## config.mk

```make
export PLATFORM = sky130hd
export DESIGN_NAME = trace_debugger
export DESIGN_NICKNAME = d
export VERILOG_FILES = /design/src/hdl/trdb_pkg.sv /design/src/hdl/trdb_instr_decoder.sv /design/src/hdl/trdb_phase_pipe.sv /design/src/hdl/trdb_branch_map.sv /design/src/hdl/trdb_packet_decider.sv /design/src/hdl/trace_debugger.sv
export VERILOG_INCLUDE_DIRS = /design/src /design/src/hdl
export SDC_FILE = /design/constraint.sdc
export NUM_CORES = 1
export LEC_CHECK = 0
export BUFFER_PORTS_ARGS = -buffer_cell sky130_fd_sc_hd__buf_2
export CAP_MARGIN = 5
export CORE_AREA = 2 2 146 148
export DETAILED_ROUTE_END_ITERATION = 12
export DIE_AREA = 0 0 148 150
export MAX_ROUTING_LAYER = met4
export PLACE_DENSITY = 0.8
export SLEW_MARGIN = 5
export SYNTH_ARGS = -nofsm -noshare
export SYNTH_HDL_FRONTEND = slang
export SYNTH_SLANG_ARGS = --single-unit
```

## constraint.sdc

```tcl
create_clock -name clk_i -period 12 [get_ports clk_i]
set_clock_uncertainty 0.1 [all_clocks]
set_input_delay 0.6 -clock clk_i [delete_from_list [all_inputs] [get_ports clk_i]]
set_output_delay 0.6 -clock clk_i [all_outputs]
set_load 0.01 [all_outputs]
```

## src/hdl/trdb_cfg.svh

```systemverilog
// ~~~~~~~~~~~~~~~~~~~~~~~~~~~~~~~~~~~~~~
// width and capacity macros of the
// trace encoder
// ~~~~~~~~~~~~~~~~~~~~~~~~~~~~~~~~~~~~~~

`ifndef TRDB_CFG_SVH
`define TRDB_CFG_SVH

// address and instruction word width
`define TRDB_XLEN 32

// trap cause width as delivered by the core
`define TRDB_CAUSE_W 5

// number of branch outcomes one packet can carry
`define TRDB_BMAP_LEN 31

// wide enough to count up to TRDB_BMAP_LEN
`define TRDB_BCNT_W 5

`endif

```

## src/hdl/trdb_pkg.sv

```systemverilog
// ~~~~~~~~~~~~~~~~~~~~~~~~~~~~~~~~~~~~~~
// trace encoder types: instruction record,
// phase view, packet format and packet
// ~~~~~~~~~~~~~~~~~~~~~~~~~~~~~~~~~~~~~~

`include "trdb_cfg.svh"

`default_nettype none

package trdb_pkg;

    // one retired instruction as reported by the core
    typedef struct packed {
        logic [`TRDB_XLEN-1:0]    addr;
        logic [`TRDB_XLEN-1:0]    instr;
        logic                     compressed;
        logic                     exception;
        logic                     interrupt;
        logic [`TRDB_CAUSE_W-1:0] cause;
    } instr_rec_t;

    typedef enum logic [1:0] {
        FMT_BRANCH_FULL = 2'b00,
        FMT_ADDR        = 2'b01,
        FMT_SYNC_START  = 2'b10,
        FMT_SYNC_TRAP   = 2'b11
    } trdb_format_e;

    // history view around the tc instruction
    typedef struct packed {
        logic [`TRDB_XLEN-1:0]    tc_addr;
        logic                     tc_branch;
        logic                     tc_taken;
        logic                     tc_qualified;
        logic                     tc_first_qualified;
        logic                     lc_exception;
        logic [`TRDB_CAUSE_W-1:0] lc_cause;
        logic                     lc_interrupt;
        logic                     lc_discont;
        logic                     nc_exception;
        logic                     nc_unqualified;
    } phase_t;

    typedef struct packed {
        trdb_format_e              fmt;
        logic                      trace_stop;
        logic [`TRDB_BCNT_W-1:0]   count;
        logic [`TRDB_BMAP_LEN-1:0] map;
        logic [`TRDB_XLEN-1:0]     addr;
        // addr holds a difference to the last emitted address
        logic                      diff;
        logic                      interrupt;
        logic [`TRDB_CAUSE_W-1:0]  cause;
    } trdb_packet_t;

endpackage

`default_nettype wire

```

## src/hdl/trdb_instr_decoder.sv

```systemverilog
// ~~~~~~~~~~~~~~~~~~~~~~~~~~~~~~~~~~~~~~
// branch and discontinuity classifier
// ~~~~~~~~~~~~~~~~~~~~~~~~~~~~~~~~~~~~~~

`include "trdb_cfg.svh"

`default_nettype none

module trdb_instr_decoder (
    input  logic [`TRDB_XLEN-1:0] instr_i,
    output logic                  is_branch_o,
    output logic                  is_discont_o
);

    // conditional branches: beq, bne, blt, bge, bltu, bgeu, p.bneimm, p.beqimm
    localparam int unsigned NUM_BRANCH = 8;
    localparam logic [NUM_BRANCH-1:0][31:0] BRANCH_MASK = {
        32'h0000_707f, 32'h0000_707f, 32'h0000_707f, 32'h0000_707f,
        32'h0000_707f, 32'h0000_707f, 32'h0000_707f, 32'h0000_707f
    };
    localparam logic [NUM_BRANCH-1:0][31:0] BRANCH_MATCH = {
        32'h0000_0063, 32'h0000_1063, 32'h0000_4063, 32'h0000_5063,
        32'h0000_6063, 32'h0000_7063, 32'h0000_3063, 32'h0000_2063
    };

    // unpredictable discontinuities: jalr, mret, sret, uret
    localparam int unsigned NUM_DISCONT = 4;
    localparam logic [NUM_DISCONT-1:0][31:0] DISCONT_MASK = {
        32'h0000_707f, 32'hffff_ffff, 32'hffff_ffff, 32'hffff_ffff
    };
    localparam logic [NUM_DISCONT-1:0][31:0] DISCONT_MATCH = {
        32'h0000_0067, 32'h3020_0073, 32'h1020_0073, 32'h0020_0073
    };

    always_comb begin
        is_branch_o = 1'b0;
        for (int i = 0; i < NUM_BRANCH; i++) begin
            if ((instr_i & BRANCH_MASK[i]) == BRANCH_MATCH[i]) begin
                is_branch_o = 1'b1;
            end
        end
    end

    always_comb begin
        is_discont_o = 1'b0;
        for (int i = 0; i < NUM_DISCONT; i++) begin
            if ((instr_i & DISCONT_MASK[i]) == DISCONT_MATCH[i]) begin
                is_discont_o = 1'b1;
            end
        end
    end

endmodule

`default_nettype wire

```

## src/hdl/trdb_phase_pipe.sv

```systemverilog
// ~~~~~~~~~~~~~~~~~~~~~~~~~~~~~~~~~~~~~~
// input register and nc/tc/lc history
// with branch taken detection
// ~~~~~~~~~~~~~~~~~~~~~~~~~~~~~~~~~~~~~~

`include "trdb_cfg.svh"

`default_nettype none

module trdb_phase_pipe (
    input  logic                clk_i,
    input  logic                rst_ni,
    input  logic                instr_valid_i,
    input  trdb_pkg::instr_rec_t instr_i,
    input  logic                trace_enable_i,
    output logic                step_o,
    output trdb_pkg::phase_t    phase_o,
    output logic                bm_valid_o,
    output logic                bm_taken_o
);

    import trdb_pkg::*;

    // one history slot
    typedef struct packed {
        logic [`TRDB_XLEN-1:0]    addr;
        logic                     compressed;
        logic                     branch;
        logic                     discont;
        logic                     qualified;
        logic                     exception;
        logic                     interrupt;
        logic [`TRDB_CAUSE_W-1:0] cause;
    } slot_t;

    logic       valid_q;
    logic       enable_q;
    instr_rec_t rec_q;

    logic  dec_branch;
    logic  dec_discont;
    slot_t nc;
    slot_t tc_q;

    logic                     lc_qualified_q;
    logic                     lc_exception_q;
    logic                     lc_interrupt_q;
    logic [`TRDB_CAUSE_W-1:0] lc_cause_q;
    logic                     lc_discont_q;

    logic [`TRDB_XLEN-1:0] seq_addr;

    // registered inputs keep the core's timing paths short
    always_ff @(posedge clk_i or negedge rst_ni) begin
        if (!rst_ni) begin
            valid_q  <= 1'b0;
            enable_q <= 1'b0;
        end else begin
            valid_q  <= instr_valid_i;
            enable_q <= trace_enable_i;
        end
    end

    always_ff @(posedge clk_i) begin
        rec_q <= instr_i;
    end

    trdb_instr_decoder instr_decoder_inst (
        .instr_i      (rec_q.instr),
        .is_branch_o  (dec_branch),
        .is_discont_o (dec_discont)
    );

    // nc is the freshly registered instruction
    always_comb begin
        nc.addr       = rec_q.addr;
        nc.compressed = rec_q.compressed;
        nc.branch     = dec_branch;
        nc.discont    = dec_discont;
        nc.qualified  = enable_q;
        nc.exception  = rec_q.exception;
        nc.interrupt  = rec_q.interrupt;
        nc.cause      = rec_q.cause;
    end

    // history only moves on retired instructions
    always_ff @(posedge clk_i or negedge rst_ni) begin
        if (!rst_ni) begin
            tc_q           <= '0;
            lc_qualified_q <= 1'b0;
            lc_exception_q <= 1'b0;
            lc_interrupt_q <= 1'b0;
            lc_cause_q     <= '0;
            lc_discont_q   <= 1'b0;
        end else if (valid_q) begin
            tc_q           <= nc;
            lc_qualified_q <= tc_q.qualified;
            lc_exception_q <= tc_q.exception;
            lc_interrupt_q <= tc_q.interrupt;
            lc_cause_q     <= tc_q.cause;
            lc_discont_q   <= tc_q.discont;
        end
    end

    // a branch falls through to tc + 2 or tc + 4
    assign seq_addr = tc_q.addr + (tc_q.compressed ? `TRDB_XLEN'(2) : `TRDB_XLEN'(4));

    assign step_o = valid_q;

    always_comb begin
        phase_o.tc_addr            = tc_q.addr;
        phase_o.tc_branch          = tc_q.branch;
        phase_o.tc_taken           = (nc.addr != seq_addr);
        phase_o.tc_qualified       = tc_q.qualified;
        phase_o.tc_first_qualified = tc_q.qualified && !lc_qualified_q;
        phase_o.lc_exception       = lc_exception_q;
        phase_o.lc_cause           = lc_cause_q;
        phase_o.lc_interrupt       = lc_interrupt_q;
        phase_o.lc_discont         = lc_discont_q;
        phase_o.nc_exception       = nc.exception;
        phase_o.nc_unqualified     = !nc.qualified;
    end

    assign bm_valid_o = step_o && phase_o.tc_qualified && phase_o.tc_branch;
    assign bm_taken_o = phase_o.tc_taken;

endmodule

`default_nettype wire

```

## src/hdl/trdb_branch_map.sv

```systemverilog
// ~~~~~~~~~~~~~~~~~~~~~~~~~~~~~~~~~~~~~~
// branch outcome map with count and full
// ~~~~~~~~~~~~~~~~~~~~~~~~~~~~~~~~~~~~~~

`include "trdb_cfg.svh"

`default_nettype none

module trdb_branch_map (
    input  logic                      clk_i,
    input  logic                      rst_ni,
    input  logic                      valid_i,
    input  logic                      taken_i,
    input  logic                      flush_i,
    output logic [`TRDB_BMAP_LEN-1:0] map_o,
    output logic [`TRDB_BCNT_W-1:0]   count_o,
    output logic                      full_o
);

    localparam logic [`TRDB_BCNT_W-1:0] FULL_CNT = `TRDB_BMAP_LEN;

    logic [`TRDB_BMAP_LEN-1:0] map_q;
    logic [`TRDB_BCNT_W-1:0]   count_q;
    logic [`TRDB_BMAP_LEN-1:0] new_bit;

    // next free slot gets the outcome, 1 means not taken
    always_comb begin
        new_bit = '0;
        if (valid_i) begin
            new_bit[count_q] = !taken_i;
        end
    end

    // outputs already contain the branch of this step
    assign map_o   = map_q | new_bit;
    assign count_o = count_q + `TRDB_BCNT_W'(valid_i);
    assign full_o  = (count_o == FULL_CNT);

    always_ff @(posedge clk_i or negedge rst_ni) begin
        if (!rst_ni) begin
            map_q   <= '0;
            count_q <= '0;
        end else if (flush_i) begin
            // current bit left with the packet
            map_q   <= '0;
            count_q <= '0;
        end else if (valid_i) begin
            map_q   <= map_o;
            count_q <= count_o;
        end
    end

endmodule

`default_nettype wire

```

## src/hdl/trdb_packet_decider.sv

```systemverilog
// ~~~~~~~~~~~~~~~~~~~~~~~~~~~~~~~~~~~~~~
// packet priority, address compression
// and packet register
// ~~~~~~~~~~~~~~~~~~~~~~~~~~~~~~~~~~~~~~

`include "trdb_cfg.svh"

`default_nettype none

module trdb_packet_decider (
    input  logic                      clk_i,
    input  logic                      rst_ni,
    input  logic                      step_i,
    input  trdb_pkg::phase_t          phase_i,
    input  logic                      full_addr_i,
    input  logic [`TRDB_BMAP_LEN-1:0] map_i,
    input  logic [`TRDB_BCNT_W-1:0]   count_i,
    input  logic                      full_i,
    output logic                      bm_flush_o,
    output logic                      packet_valid_o,
    output trdb_pkg::trdb_packet_t    packet_o
);

    import trdb_pkg::*;

    logic                  emit;
    trdb_packet_t          pkt_d;
    logic [`TRDB_XLEN-1:0] last_addr_q;

    // first matching rule wins
    always_comb begin
        emit      = 1'b0;
        pkt_d     = '0;
        pkt_d.map   = map_i;
        pkt_d.count = count_i;
        if (step_i && phase_i.tc_qualified) begin
            if (phase_i.tc_first_qualified) begin
                emit       = 1'b1;
                pkt_d.fmt  = FMT_SYNC_START;
                pkt_d.addr = phase_i.tc_addr;
            end else if (phase_i.lc_exception) begin
                // tc is the first instruction of the trap handler
                emit            = 1'b1;
                pkt_d.fmt       = FMT_SYNC_TRAP;
                pkt_d.addr      = phase_i.tc_addr;
                pkt_d.interrupt = phase_i.lc_interrupt;
                pkt_d.cause     = phase_i.lc_cause;
            end else if (phase_i.lc_discont || phase_i.nc_exception ||
                         phase_i.nc_unqualified) begin
                emit             = 1'b1;
                pkt_d.fmt        = FMT_ADDR;
                pkt_d.trace_stop = phase_i.nc_unqualified;
                if (full_addr_i) begin
                    pkt_d.addr = phase_i.tc_addr;
                end else begin
                    pkt_d.addr = phase_i.tc_addr - last_addr_q;
                    pkt_d.diff = 1'b1;
                end
            end else if (full_i) begin
                // map only, address stays zero
                emit      = 1'b1;
                pkt_d.fmt = FMT_BRANCH_FULL;
            end
        end
    end

    // every packet takes the whole map with it
    assign bm_flush_o = emit;

    always_ff @(posedge clk_i or negedge rst_ni) begin
        if (!rst_ni) begin
            packet_valid_o <= 1'b0;
            last_addr_q    <= '0;
        end else begin
            packet_valid_o <= emit;
            if (emit && (pkt_d.fmt != FMT_BRANCH_FULL)) begin
                last_addr_q <= phase_i.tc_addr;
            end
        end
    end

    always_ff @(posedge clk_i) begin
        if (emit) begin
            packet_o <= pkt_d;
        end
    end

endmodule

`default_nettype wire

```

## src/hdl/trace_debugger.sv

```systemverilog
// ~~~~~~~~~~~~~~~~~~~~~~~~~~~~~~~~~~~~~~
// trace encoder top level
// ~~~~~~~~~~~~~~~~~~~~~~~~~~~~~~~~~~~~~~

`include "trdb_cfg.svh"

`default_nettype none

module trace_debugger (
    input  logic                   clk_i,
    input  logic                   rst_ni,
    input  logic                   instr_valid_i,
    input  trdb_pkg::instr_rec_t   instr_i,
    input  logic                   trace_enable_i,
    input  logic                   full_addr_i,
    output logic                   packet_valid_o,
    output trdb_pkg::trdb_packet_t packet_o
);

    import trdb_pkg::*;

    logic   step;
    phase_t phase;

    logic                      bm_valid;
    logic                      bm_taken;
    logic                      bm_flush;
    logic [`TRDB_BMAP_LEN-1:0] bm_map;
    logic [`TRDB_BCNT_W-1:0]   bm_count;
    logic                      bm_full;

    trdb_phase_pipe phase_pipe_inst (
        .clk_i          (clk_i),
        .rst_ni         (rst_ni),
        .instr_valid_i  (instr_valid_i),
        .instr_i        (instr_i),
        .trace_enable_i (trace_enable_i),
        .step_o         (step),
        .phase_o        (phase),
        .bm_valid_o     (bm_valid),
        .bm_taken_o     (bm_taken)
    );

    // combinational path from the history through the map into the decider
    trdb_branch_map branch_map_inst (
        .clk_i   (clk_i),
        .rst_ni  (rst_ni),
        .valid_i (bm_valid),
        .taken_i (bm_taken),
        .flush_i (bm_flush),
        .map_o   (bm_map),
        .count_o (bm_count),
        .full_o  (bm_full)
    );

    trdb_packet_decider packet_decider_inst (
        .clk_i          (clk_i),
        .rst_ni         (rst_ni),
        .step_i         (step),
        .phase_i        (phase),
        .full_addr_i    (full_addr_i),
        .map_i          (bm_map),
        .count_i        (bm_count),
        .full_i         (bm_full),
        .bm_flush_o     (bm_flush),
        .packet_valid_o (packet_valid_o),
        .packet_o       (packet_o)
    );

endmodule

`default_nettype wire

```

# Yosys cells after proc, flatten, opt, wreduce, memory -nomap -nowiden
# Cells that the tools add are included.
dict set report op_classes {
  n_mux 37
  reduce_logical 14
  bitwise_logic 5
  n_addsub 3
  eq_ne 14
  order_cmp 2
}
# op n
set op_table {}
lappend op_table {{2-to-1 mux 32 bit} 3}
lappend op_table {{2-to-1 mux 31 bit} 3}
lappend op_table {{== test 10 bit, second input constant} 4}
lappend op_table {{2-to-1 mux 33 bit} 1}
lappend op_table {{adder 32 bit} 1}
lappend op_table {{== test 32 x 22 -> 1 bit, second input constant} 1}
lappend op_table {{== test 32 x 29 -> 1 bit, second input constant} 1}
lappend op_table {{== test 32 x 30 -> 1 bit, second input constant} 1}
lappend op_table {{inequality test 32 bit} 1}
lappend op_table {{subtractor 32 bit} 1}
lappend op_table {{bitwise AND 31 bit} 1}
lappend op_table {{bitwise OR 31 bit} 1}
lappend op_table {{2-to-1 mux 1 bit} 23}
lappend op_table {{== test 10 x 7 -> 1 bit, second input constant} 2}
lappend op_table {{== test 10 x 9 -> 1 bit, second input constant} 2}
lappend op_table {{== test 10 x 8 -> 1 bit, second input constant} 1}
lappend op_table {{2-to-1 mux 5 bit} 2}
lappend op_table {{< comparator 5 x 6 -> 1 bit, second input constant} 1}
lappend op_table {{2-to-1 mux 3 bit} 2}
lappend op_table {{adder 5 x 1 -> 5 bit} 1}
lappend op_table {{demux 1 bit (select 5 bit)} 1}
lappend op_table {{== test 5 bit, second input constant} 1}
lappend op_table {{greater-or-equal comparator 5 x 1 -> 1 bit, second input constant} 1}
lappend op_table {{logical AND 1 bit} 5}
lappend op_table {{7 further kinds} 14}
dict set report word_totals {
  input_bits 77
  output_inout_bits 79
  wordCells 108
  reg_bits 273
}

# Depth between registers and ports, before layout
# Gate-level depths: netlist of run 1.
dict set report logic_depth {
  ltp_word 10
  ltp_mapped 13
  mapped_depth_nobuf 11
}

# Modules after synthesis
# A second synthesis of run 1 with hierarchy kept.
dict set report hier_totals {
  hier_cells 1117
  area_unflattened_um2 12663.4
}
# module seq_area_each_um2 cells_each area_per_inst_um2 instances
set modules_own_cells {}
lappend modules_own_cells {trdb_packet_decider 3168.0 572 5886.9 1}
lappend modules_own_cells {trdb_phase_pipe 2792.7 387 4887.2 1}
lappend modules_own_cells {trdb_branch_map 900.9 142 1747.9 1}
lappend modules_own_cells {trdb_instr_decoder 0.0 16 141.4 1}

# Worst setup path after synthesis of run 1
# Ideal clock, no wire load.
dict set report synth_path {
  path_kind {reg2reg}
  start {register phase_pipe_inst.valid_q (netlist: phase_pipe_inst.step_o)}
  end {register branch_map_inst.map_q[18]}
  path_stages_with_launch 13
  path_buffers 2
  synth_period_minus_slack_ns 4.918
  slack_ns 7.082
  arrival_ns 4.563
  t_required_ns 11.646
  setup_ns 0.254
  cell_sequence {dfrtp_1 > clkbuf_1 > nand3_1 > inv_1 > ha_1 > ha_1 > xor2_1 > nand4_1 > o221ai_1 > nand2_1 > inv_1 > clkbuf_1 > o31ai_1}
}
dict set report synth_between {
  elab_chain_cells 10
  elab_cells_between_ends 14
  classes_between {add/sub: 1; eq/ne: 1; mux: 8; bitwise: 1; reduce/logical: 3}
}
# item line_no
set synth_lines {}
lappend synth_lines {{start, declared} trdb_phase_pipe.sv:36} ;# logic valid_q;
lappend synth_lines {{start signal, assigned} trdb_phase_pipe.sv:59} ;# valid_q <= instr_valid_i;
lappend synth_lines {{logical AND 1 bit * (2 in series)} trdb_phase_pipe.sv:124} ;# assign bm_valid_o = step_o && phase_o.tc_qualified && phase_o.tc_branch;
lappend synth_lines {{adder 5 x 1 -> 5 bit *} trdb_branch_map.sv:36} ;# assign count_o = count_q + `TRDB_BCNT_W'(valid_i);
lappend synth_lines {{named net bm_count[2]} trace_debugger.sv:29} ;# logic [`TRDB_BCNT_W-1:0] bm_count;
lappend synth_lines {{== test 5 bit *} trdb_branch_map.sv:37} ;# assign full_o = (count_o == FULL_CNT);
lappend synth_lines {{2-to-1 mux 1 bit *} trdb_packet_decider.sv:59} ;# end else if (full_i) begin
lappend synth_lines {{2-to-1 mux 1 bit *} trdb_packet_decider.sv:48} ;# end else if (phase_i.lc_discont || phase_i.nc_exception ||
lappend synth_lines {{2-to-1 mux 1 bit *} trdb_packet_decider.sv:41} ;# end else if (phase_i.lc_exception) begin
lappend synth_lines {{2-to-1 mux 1 bit *} trdb_packet_decider.sv:37} ;# if (phase_i.tc_first_qualified) begin
lappend synth_lines {{2-to-1 mux 1 bit *} trdb_packet_decider.sv:36} ;# if (step_i && phase_i.tc_qualified) begin
lappend synth_lines {{named net bm_flush} trace_debugger.sv:27} ;# logic bm_flush;
lappend synth_lines {{2-to-1 mux 31 bit / nonzero test 2 bit (equally long branches)} -}
lappend synth_lines {{end signal, assigned} trdb_branch_map.sv:48} ;# map_q <= map_o;
lappend synth_lines {{end, declared} trdb_branch_map.sv:22} ;# logic [`TRDB_BMAP_LEN-1:0] map_q;
# Mark *: on every way through the listed nets, which the timed path passes. The rest lies on a longest branch. The select of a mux whose other input is x is not followed.
# A chain may end at the register's enable or synchronous reset.

# Worst setup path in the final report of run 1
dict set report layout_path {
  start {register phase_pipe_inst.tc_q, in the netlist phase_pipe_inst.phase_o[13]}
  end {register branch_map_inst.map_q[9]}
}
dict set report layout_between {
  elab_chain_cells 9
  elab_cells_between_ends 13
  classes_between {add/sub: 1; eq/ne: 1; mux: 8; bitwise: 1; reduce/logical: 2}
}
# item line_no
set layout_lines {}
lappend layout_lines {{start, declared} trdb_phase_pipe.sv:43} ;# slot_t tc_q;
lappend layout_lines {{start signal, assigned} trdb_phase_pipe.sv:96} ;# tc_q <= nc;
lappend layout_lines {{logical AND 1 bit *} trdb_phase_pipe.sv:124}
lappend layout_lines {{adder 5 x 1 -> 5 bit *} trdb_branch_map.sv:36}
lappend layout_lines {{named net bm_count[2]} trace_debugger.sv:29}
lappend layout_lines {{== test 5 bit *} trdb_branch_map.sv:37}
lappend layout_lines {{2-to-1 mux 1 bit *} trdb_packet_decider.sv:59}
lappend layout_lines {{2-to-1 mux 1 bit *} trdb_packet_decider.sv:48}
lappend layout_lines {{2-to-1 mux 1 bit *} trdb_packet_decider.sv:41}
lappend layout_lines {{2-to-1 mux 1 bit *} trdb_packet_decider.sv:37}
lappend layout_lines {{2-to-1 mux 1 bit *} trdb_packet_decider.sv:36}
lappend layout_lines {{2-to-1 mux 31 bit / nonzero test 2 bit (equally long branches)} -}
# Marked as above.

==> results of run 1 <==
-- worst min path at each step --
stage                                   startpoint                                      end  slack (ns)  depth (start not counted)
floorplan                                   rst_ni   branch_map_inst.count_q[0]$_DFFE_PN0P_        0.20                          0
global placement    phase_pipe_inst.nc[10]$_DFF_P_     phase_pipe_inst.tc_q[10]$_DFFE_PN0P_        0.35                          2
detailed placement   phase_pipe_inst.nc[5]$_DFF_P_      phase_pipe_inst.tc_q[5]$_DFFE_PN0P_        0.36                          1
CTS                                         rst_ni  phase_pipe_inst.phase_o[24]$_DFFE_PN0P_        0.01                          1
global route                           instr_i[24]        phase_pipe_inst.rec_q[24]$_DFF_P_        0.02                          1
finish                                      rst_ni  phase_pipe_inst.phase_o[24]$_DFFE_PN0P_       0.001                          1
-- metal layers --
layer / up-vias / global-route usage / routed length [um]
met5: - / - / 0
met4: 0 / 0.0824 / 665
met3: 55 / 0.0424 / 2070
met2: 366 / 0.401 / 12900
met1: 4509 / 0.338 / 11500
li1: 4499 / - / -
-- cells in the mapped netlist, types with 8 or more instances --
cell type / n / share of area
nor2_1: 47 / 0.014
ha_1: 35 / 0.035
nor4_1: 13 / 0.0066
clkbuf_1: 37 / 0.011
dfrtp_1: 123 / 0.25
o21ai_0: 109 / 0.044
mux2_2: 34 / 0.031
and3_1: 8 / 0.0040
o21bai_1: 24 / 0.015
a21oi_1: 51 / 0.021
or3_1: 8 / 0.0040
nand3_1: 25 / 0.010
nand2_1: 148 / 0.045
buf_2: 13 / 0.0052
nor3_1: 22 / 0.0089
inv_1: 70 / 0.021
nand2b_1: 19 / 0.0096
xor2_1: 25 / 0.018
and2_1: 9 / 0.0045
nor2b_1: 9 / 0.0045
o31ai_1: 26 / 0.016
a21o_1: 16 / 0.0097
xnor2_1: 26 / 0.018
edfxtp_1: 78 / 0.19
nand4_1: 15 / 0.0076
dfxtp_1: 72 / 0.12
-- power by group through the flow --
stage          combinational (mW)  clock, mW  sequential (mW)
5_1_grt                     0.484      0.955             1.08
6_report                    0.433      0.900             1.07
2_1_floorplan               0.326          0             1.07
4_1_cts                     0.429      0.914             1.07
3_5_place_dp                0.425          0             1.09
3_3_place_gp                0.412          0             1.08
-- sequential cells by signal, indices dropped and copies added (netlist names), 5 cells and up --
| name | cells |
|---|---|
| phase_pipe_inst.lc_cause_q | 5 |
| phase_pipe_inst.rec_q | 32 |
| branch_map_inst.map_q | 31 |
| phase_pipe_inst.phase_o | 35 |
| phase_pipe_inst.tc_q | 9 |
| packet_decider_inst.last_addr_q | 32 |
| phase_pipe_inst.nc | 39 |
| branch_map_inst.count_q | 5 |
| packet_decider_inst.packet_o | 78 |
-- cells by family after synthesis --
logic type | count (synthesis) | share of synthesized area
adder cells (fa/ha/maj) | 37 | 0.0386
XOR/XNOR | 52 | 0.0379
AND/OR/NAND/NOR | 352 | 0.141
AO/OA/AOI/OAI | 303 | 0.156
buffers and inverters | 124 | 0.0399
flip-flops | 273 | 0.553
multiplexers | 37 | 0.0333
-- through the flow --
step / std cells / worst slack (ns) / hold slack (ns)
after floorplan: 1178 / 7.08 / 0.204
after global placement: 1560 / 7.66 / 0.354
after detailed placement: 1560 / 7.50 / 0.356
after CTS: 1612 / 7.40 / 0.0136
after global routing: 1614 / 6.96 / 0.0239
final: 1614 / 7.38 / 0.00147
-- cell type report --
type                    count  area share
multi-input cells         781       0.352
diodes                      2    0.000349
clock inverters            20      0.0168
well taps                 275      0.0240
inverters                  70      0.0185
repair buffers            161      0.0574
clock buffers              32      0.0521
flip-flops and latches    273       0.478
==> impl_results.md, run 1 <==
* Critical Path AT at 4.91 ns
* Global-route wire length before repair at 44.1 mm
* Sw power at 0.667 mW
* Slowest CP cell: nand2_1
* Post-CTS sizing at 0
* Worst Path Buf+Inv at 3
* Max Root-Sink Buffers at 3
* Clock Latency Late Sink at 0.55 ns
* Post-detail-place hpwl at 18.5 mm
* First DRT Iteration DRCs at 656
* Number of placement rows at 53
* Clock power frac at 0.375
* Via count at 9429
* Reg2Reg Capture Point: branch_map_inst.map_q[9]$_DFFE_PN0P_
* FFs w/ async S/R, synth at 0.451
* Initial core utilization at 0.599
* Endpoint type of the worst setup path: flip-flop
* Worst EP required at 12.29 ns
* FMAX at 0.216 GHz
* Post-synthesis sequential area ratio at 0.553
* Drt via density at 5.84
* Layout cell share with drive strength beyond 1 at 0.194
* Synthesized instance count at 1178
* Status: complete, no violations
* Slew @ Worst Pin at 1.21 ns
* Seq pwr share at 0.445
* Die height at 150 um
* Die span in x at 148 um
* Pre-antenna DRT Iters at 5
* Worst-path clk slew at 0.06 ns
* Critical path class: flip-flop to flip-flop
* Initial antenna violation count at 3
* Max-cap viol count at 0
* PwrDens at 167 mW/mm2
* Post-CTS Hold Buffers at 0
* Int Power at 1.73 mW
* Class of the worst hold path: input port to async pin
* H-tree lvl count at 1
* Post-DP Area at 0.0133 mm2
* VDD IR max at 0.000168 V
* Syn avg cell area at 10.5 um2
* Switching share of total power at 0.278
* Most frequent CP cell: ha_1
* Mapped Nets at 1292
* Final Hold Fails at 0
* Vias in the first global route at 9007
* Cell count along the critical path at 12
* Global Route Usage Sum at 0.254
* Die ar. at 0.0222 mm2
* Endpoints failing setup at 0
* Final Max Slew Viols at 0
* LEAKAGE at 6.17 nW
* Root buffer cell: clkbuf_16
* DRT Wirelength at 27.1 mm
* RSZ-0062 raised after global routing: false
* Post-CTS Setup Inserts at 0
* Worst setup startpoint: phase_pipe_inst.phase_o[13]$_DFFE_PN0P_
* Relative slew slack at 0.193
* Design area at 0.0143 mm2
* Area Growth Syn to Fin at 15.7%
* CP delay by family, top: buffers and inverters
* Share of power burned in combinational logic at 0.180
* Pin count of the biggest net entering global routing at 74
* Internal reg-to-reg setup slack at 7.38 ns
* Reg area at 0.00686 mm2
* Commonest non-fill, non-tap cell in the layout: buf_2
* Number of synthesized flops with an enable pin at 78
* CTS tree: built
* Io pins at 156
* Worst R2R Start: phase_pipe_inst.phase_o[13]$_DFFE_PN0P_
* Worst-path cell chain: nand3_1 > inv_1 > ha_1 > ha_1 > xor2_1 > nand4_1 > o221ai_1 > nand2_1 > inv_4 > buf_4 > or3_1 > o21ai_0
* Most frequent cells in the layout: buf_2 (154), nand2_1 (148), dfrtp_1 (122)
* GPL Wtd Cong at 0.933
* Reg2Reg Depth at 12
* Synthesized area at 0.0124 mm2
* Num Clock Sinks at 273
* DRC Markers at 0
* DR WL/cell at 16.8 um
* Post-Route Utilization at 0.693
* CTS Buf Count at 28
* Multi-input gate area at 0.00505 mm2
* Core ar. at 0.0207 mm2
* Final worst-path cycle share at 0.385
* Crit path largest cell delay at 0.77 ns
* Startpoint Class: flip-flop
* Distinct cells, synth at 76
* Predominant post-synthesis flop cell: dfrtp_1
* Final TNS setup at 0 ns
* Global route overflow at 0
* Post-layout nets at 1429
* Worst setup endpoint: branch_map_inst.map_q[9]$_DFFE_PN0P_
* Final Critical Period at 4.62 ns
* Warnings from Yosys at 0
* Critical path peak fanout at 70
* # fillers at 1556
* Antenna Nets Post-Route at 0
* Synth Register Bits at 273
* Port buffer count at 155
* Power Total at 2.40 mW
Power figures use the tool's default switching activity.
==> run 2: changes to the inputs <==
--- a/config.mk
+++ b/config.mk
@@ -8,11 +8,11 @@
 export LEC_CHECK = 0
 export BUFFER_PORTS_ARGS = -buffer_cell sky130_fd_sc_hd__buf_2
 export CAP_MARGIN = 5
-export CORE_AREA = 2 2 146 148
+export CORE_AREA = 2 2 156 158
 export DETAILED_ROUTE_END_ITERATION = 12
-export DIE_AREA = 0 0 148 150
+export DIE_AREA = 0 0 158 160
 export MAX_ROUTING_LAYER = met4
-export PLACE_DENSITY = 0.8
+export PLACE_DENSITY = 0.74
 export SLEW_MARGIN = 5
 export SYNTH_ARGS = -nofsm -noshare
 export SYNTH_HDL_FRONTEND = slang
==> constraint.sdc (replaced) <==
create_clock -name clk_i -period 3.7 [get_ports clk_i]
set_clock_uncertainty 0.1 [all_clocks]
set_input_delay 0.185 -clock clk_i [delete_from_list [all_inputs] [get_ports clk_i]]
set_output_delay 0.185 -clock clk_i [all_outputs]
set_load 0.01 [all_outputs]
==> impl_results.md, run 2 (synthesized netlist as in run 1, its figures left out) <==
* Worst-path clk slew at 0.06 ns (about the same)
* Crit path largest cell delay at 0.43 ns (-0.34 ns)
* First DRT Iteration DRCs at 689 (+5.0%)
* DRC Markers at 0 (unchanged)
* Layout cell share with drive strength beyond 1 at 0.198 (+0.00372)
* Class of the worst hold path: input port to flip-flop
* Area Growth Syn to Fin at 24.0%
* DRT Wirelength at 30.3 mm (+12%)
* Post-detail-place hpwl at 19.7 mm (+6.7%)
* Io pins at 156 (unchanged)
* H-tree lvl count at 1 (unchanged)
* Setup WS post-layout at 0.208 ns (-7.17 ns)
* Relative slew slack at 0.422 (+0.230)
* Max reg flops at 78 (unchanged)
* Switching share of total power at 0.276 (-0.00224)
* Die span in x at 158 um (+6.8%)
* Share of power burned in combinational logic at 0.193 (+0.013)
* CP delay by family, top: simple AND/OR/NAND/NOR gates
* Global-route wire length before repair at 48.8 mm (+11%)
* Biggest register: packet_decider_inst.packet_o
* Clock Latency Late Sink at 0.54 ns (about the same)
* Drt via density at 5.51 (-5.6%)
* Critical path class: flip-flop to flip-flop
* Worst Hold Margin at 0.134 ns (+0.132 ns)
* PwrDens at 516 mW/mm2 (+210%)
* Clock power frac at 0.372 (-0.003)
* Port buffer count at 155 (unchanged)
* Pre-antenna DRT Iters at 5 (unchanged)
* Worst EP required at 3.89 ns (-8.40 ns)
* Seq pwr share at 0.435 (-0.010)
* DR WL/cell at 17.2 um (+2.4%)
* Final TNS setup at 0 ns (unchanged)
* Pin count of the biggest net entering global routing at 71 (-4.1%)
* Placed cell count at 1629 (+4.4%)
* Place WS at 0.191 ns (-7.31 ns)
* Core ar. at 0.0238 mm2 (+15%)
* Final worst-path cycle share at 0.944 (+0.558)
* Vias in the first global route at 9591 (+6.5%)
* Worst setup startpoint: phase_pipe_inst.phase_o[15]$_DFFE_PN0P_
* Number of placement rows at 57 (+7.5%)
* GPL Wtd Cong at 0.917 (-1.7%)
* VDD IR max at 0.000413 V (+150%)
* Hold_sp: full_addr_i
* Post-layout nets at 1525 (+6.7%)
* Initial core utilization at 0.520 (-0.0788)
* Die ar. at 0.0253 mm2 (+14%)
* Global route overflow at 0 (unchanged)
* CTS Buf Count at 28 (unchanged)
* Global Route Usage Sum at 0.248 (-0.00589)
* Commonest non-fill, non-tap cell in the layout: buf_2
* Sw power at 2.19 mW (+230%)
* Endpoint type of the worst setup path: flip-flop
* Critical path peak fanout at 9 (-87%)
* Slew @ Worst Pin at 0.867 ns (-0.341 ns)
* CTS tree: built
* Final Max Slew Viols at 0 (unchanged)
* Via count at 9698 (+2.9%)
* Slowest CP cell: fa_1
* Most frequent cells in the layout: buf_2 (154), nand2_1 (148), dfrtp_1 (122)
* Startpoint Class: flip-flop
* Worst Path Buf+Inv at 2 (-1)
* Die height at 160 um (+6.7%)
* LEAKAGE at 6.63 nW (+7.6%)
* # fillers at 1891 (+22%)
* Max-cap viol count at 0 (unchanged)
* Worst R2R Start: phase_pipe_inst.phase_o[15]$_DFFE_PN0P_
* Final Critical Period at 3.49 ns (-1.13 ns)
* Antenna Nets Post-Route at 0 (unchanged)
* Initial antenna violation count at 2 (-1)
* Max Root-Sink Buffers at 3 (unchanged)
* Root buffer cell: clkbuf_16
* RSZ-0062 raised after global routing: false
* Num Clock Sinks at 273 (unchanged)
* Status: complete, no violations
* FMAX at 0.286 GHz (+32%)
* Endpoints failing setup at 0 (unchanged)
* Int Power at 5.75 mW (+230%)
* Worst-path cell chain: ha_1 > inv_1 > fa_1 > nand2b_1 > nor2_2 > nand2_1 > a41o_1 > a311oi_1 > nor4_4 > buf_4 > and4b_2 > a31o_2
* Fin cells at 1759 (+9.0%)
* Critical Path AT at 3.68 ns (-1.23 ns)
* Final Hold Fails at 0 (unchanged)
-- run 2: changes by cell type in the layout (fill, tap and decap cells not counted), sizes merged --
cell	change
bufinv	-3
dlygate4sd3	+75
inv	+1
clkbuf	+10
clkinv	-3
buf	+21
clkinvlp	-5
-- run 2: layout make-up --
| class | count | area, um2 | share of cell area |
|---|---|---|---|
| Antenna cell | 2 | 5.00 | 0.000325 |
| Sequential cell | 273 | 6860 | 0.446 |
| Clock buffer | 42 | 921 | 0.0599 |
| Tap cell | 324 | 405 | 0.0264 |
| Inverter | 70 | 265 | 0.0172 |
| Clock inverter | 10 | 78.8 | 0.00513 |
| Multi-Input combinational cell | 781 | 5060 | 0.329 |
| Timing Repair Buffer | 257 | 1780 | 0.116 |
-- run 2: metrics by stage --
step                 util  power, mW  cell area, um2
floorplan               -       4.53           12400
global placement    0.571       4.91           13600
detailed placement  0.571       4.94           13600
CTS                 0.645       7.94           15400
global route        0.646       8.32           15400
finish              0.646       7.94           15400
-- run 2: worst register-to-register path, cell delays in order, from the launching register on --
cell	delay, ns
dfrtp_1	0.42
ha_1	0.22
inv_1	0.06
fa_1	0.43
nand2b_1	0.21
nor2_2	0.21
nand2_1	0.13
a41o_1	0.25
a311oi_1	0.41
nor4_4	0.09
buf_4	0.17
and4b_2	0.30
a31o_2	0.26
-- run 2: worst paths after layout --
kind / end / slack (ns) / depth (start not counted)
min in group asynchronous: packet_decider_inst.last_addr_q[16]$_DFFE_PN0P_ / 0.19 / 2
hold / removal: packet_decider_inst.packet_o[38]$_SDFFCE_PN0P_ / 0.13 / 5
setup / recovery: packet_decider_inst.packet_o[56]$_DFFE_PP_ / 0.21 / 12
max in group asynchronous: branch_map_inst.map_q[7]$_DFFE_PN0P_ / 2.46 / 3
setup reg to reg: packet_decider_inst.packet_o[56]$_DFFE_PP_ / 0.21 / 12
hold reg to reg: phase_pipe_inst.tc_q[0]$_DFFE_PN0P_ / 0.37 / 1
-- run 2: per-layer routing --
metal,global-route usage,vias to the layer above,share of wire
li1,-,4695,-
met1,0.323,4662,0.43
met2,0.404,279,0.49
met4,0.0790,0,0.027
met3,0.0328,62,0.048
met5,-,-,0
-- run 2: power groups by stage --
| stage | logic (mW) | clock network (mW) | registers, mW |
|---|---|---|---|
| after floorplan | 1.06 | 0 | 3.47 |
| after global placement | 1.41 | 0 | 3.50 |
| after detailed placement | 1.43 | 0 | 3.50 |
| after CTS | 1.51 | 2.98 | 3.45 |
| after global routing | 1.70 | 3.14 | 3.48 |
| final | 1.53 | 2.96 | 3.45 |
-- run 2: repair_timing --
| action | in CTS | in global routing |
|---|---|---|
| setup endpoints to repair | 0 | 46 |
| hold buffers | 75 | 0 |
| gates resized for setup | 0 | 3 |
| endpoints found under the hold margin | 134 | 0 |
| setup buffers | 0 | 1 |
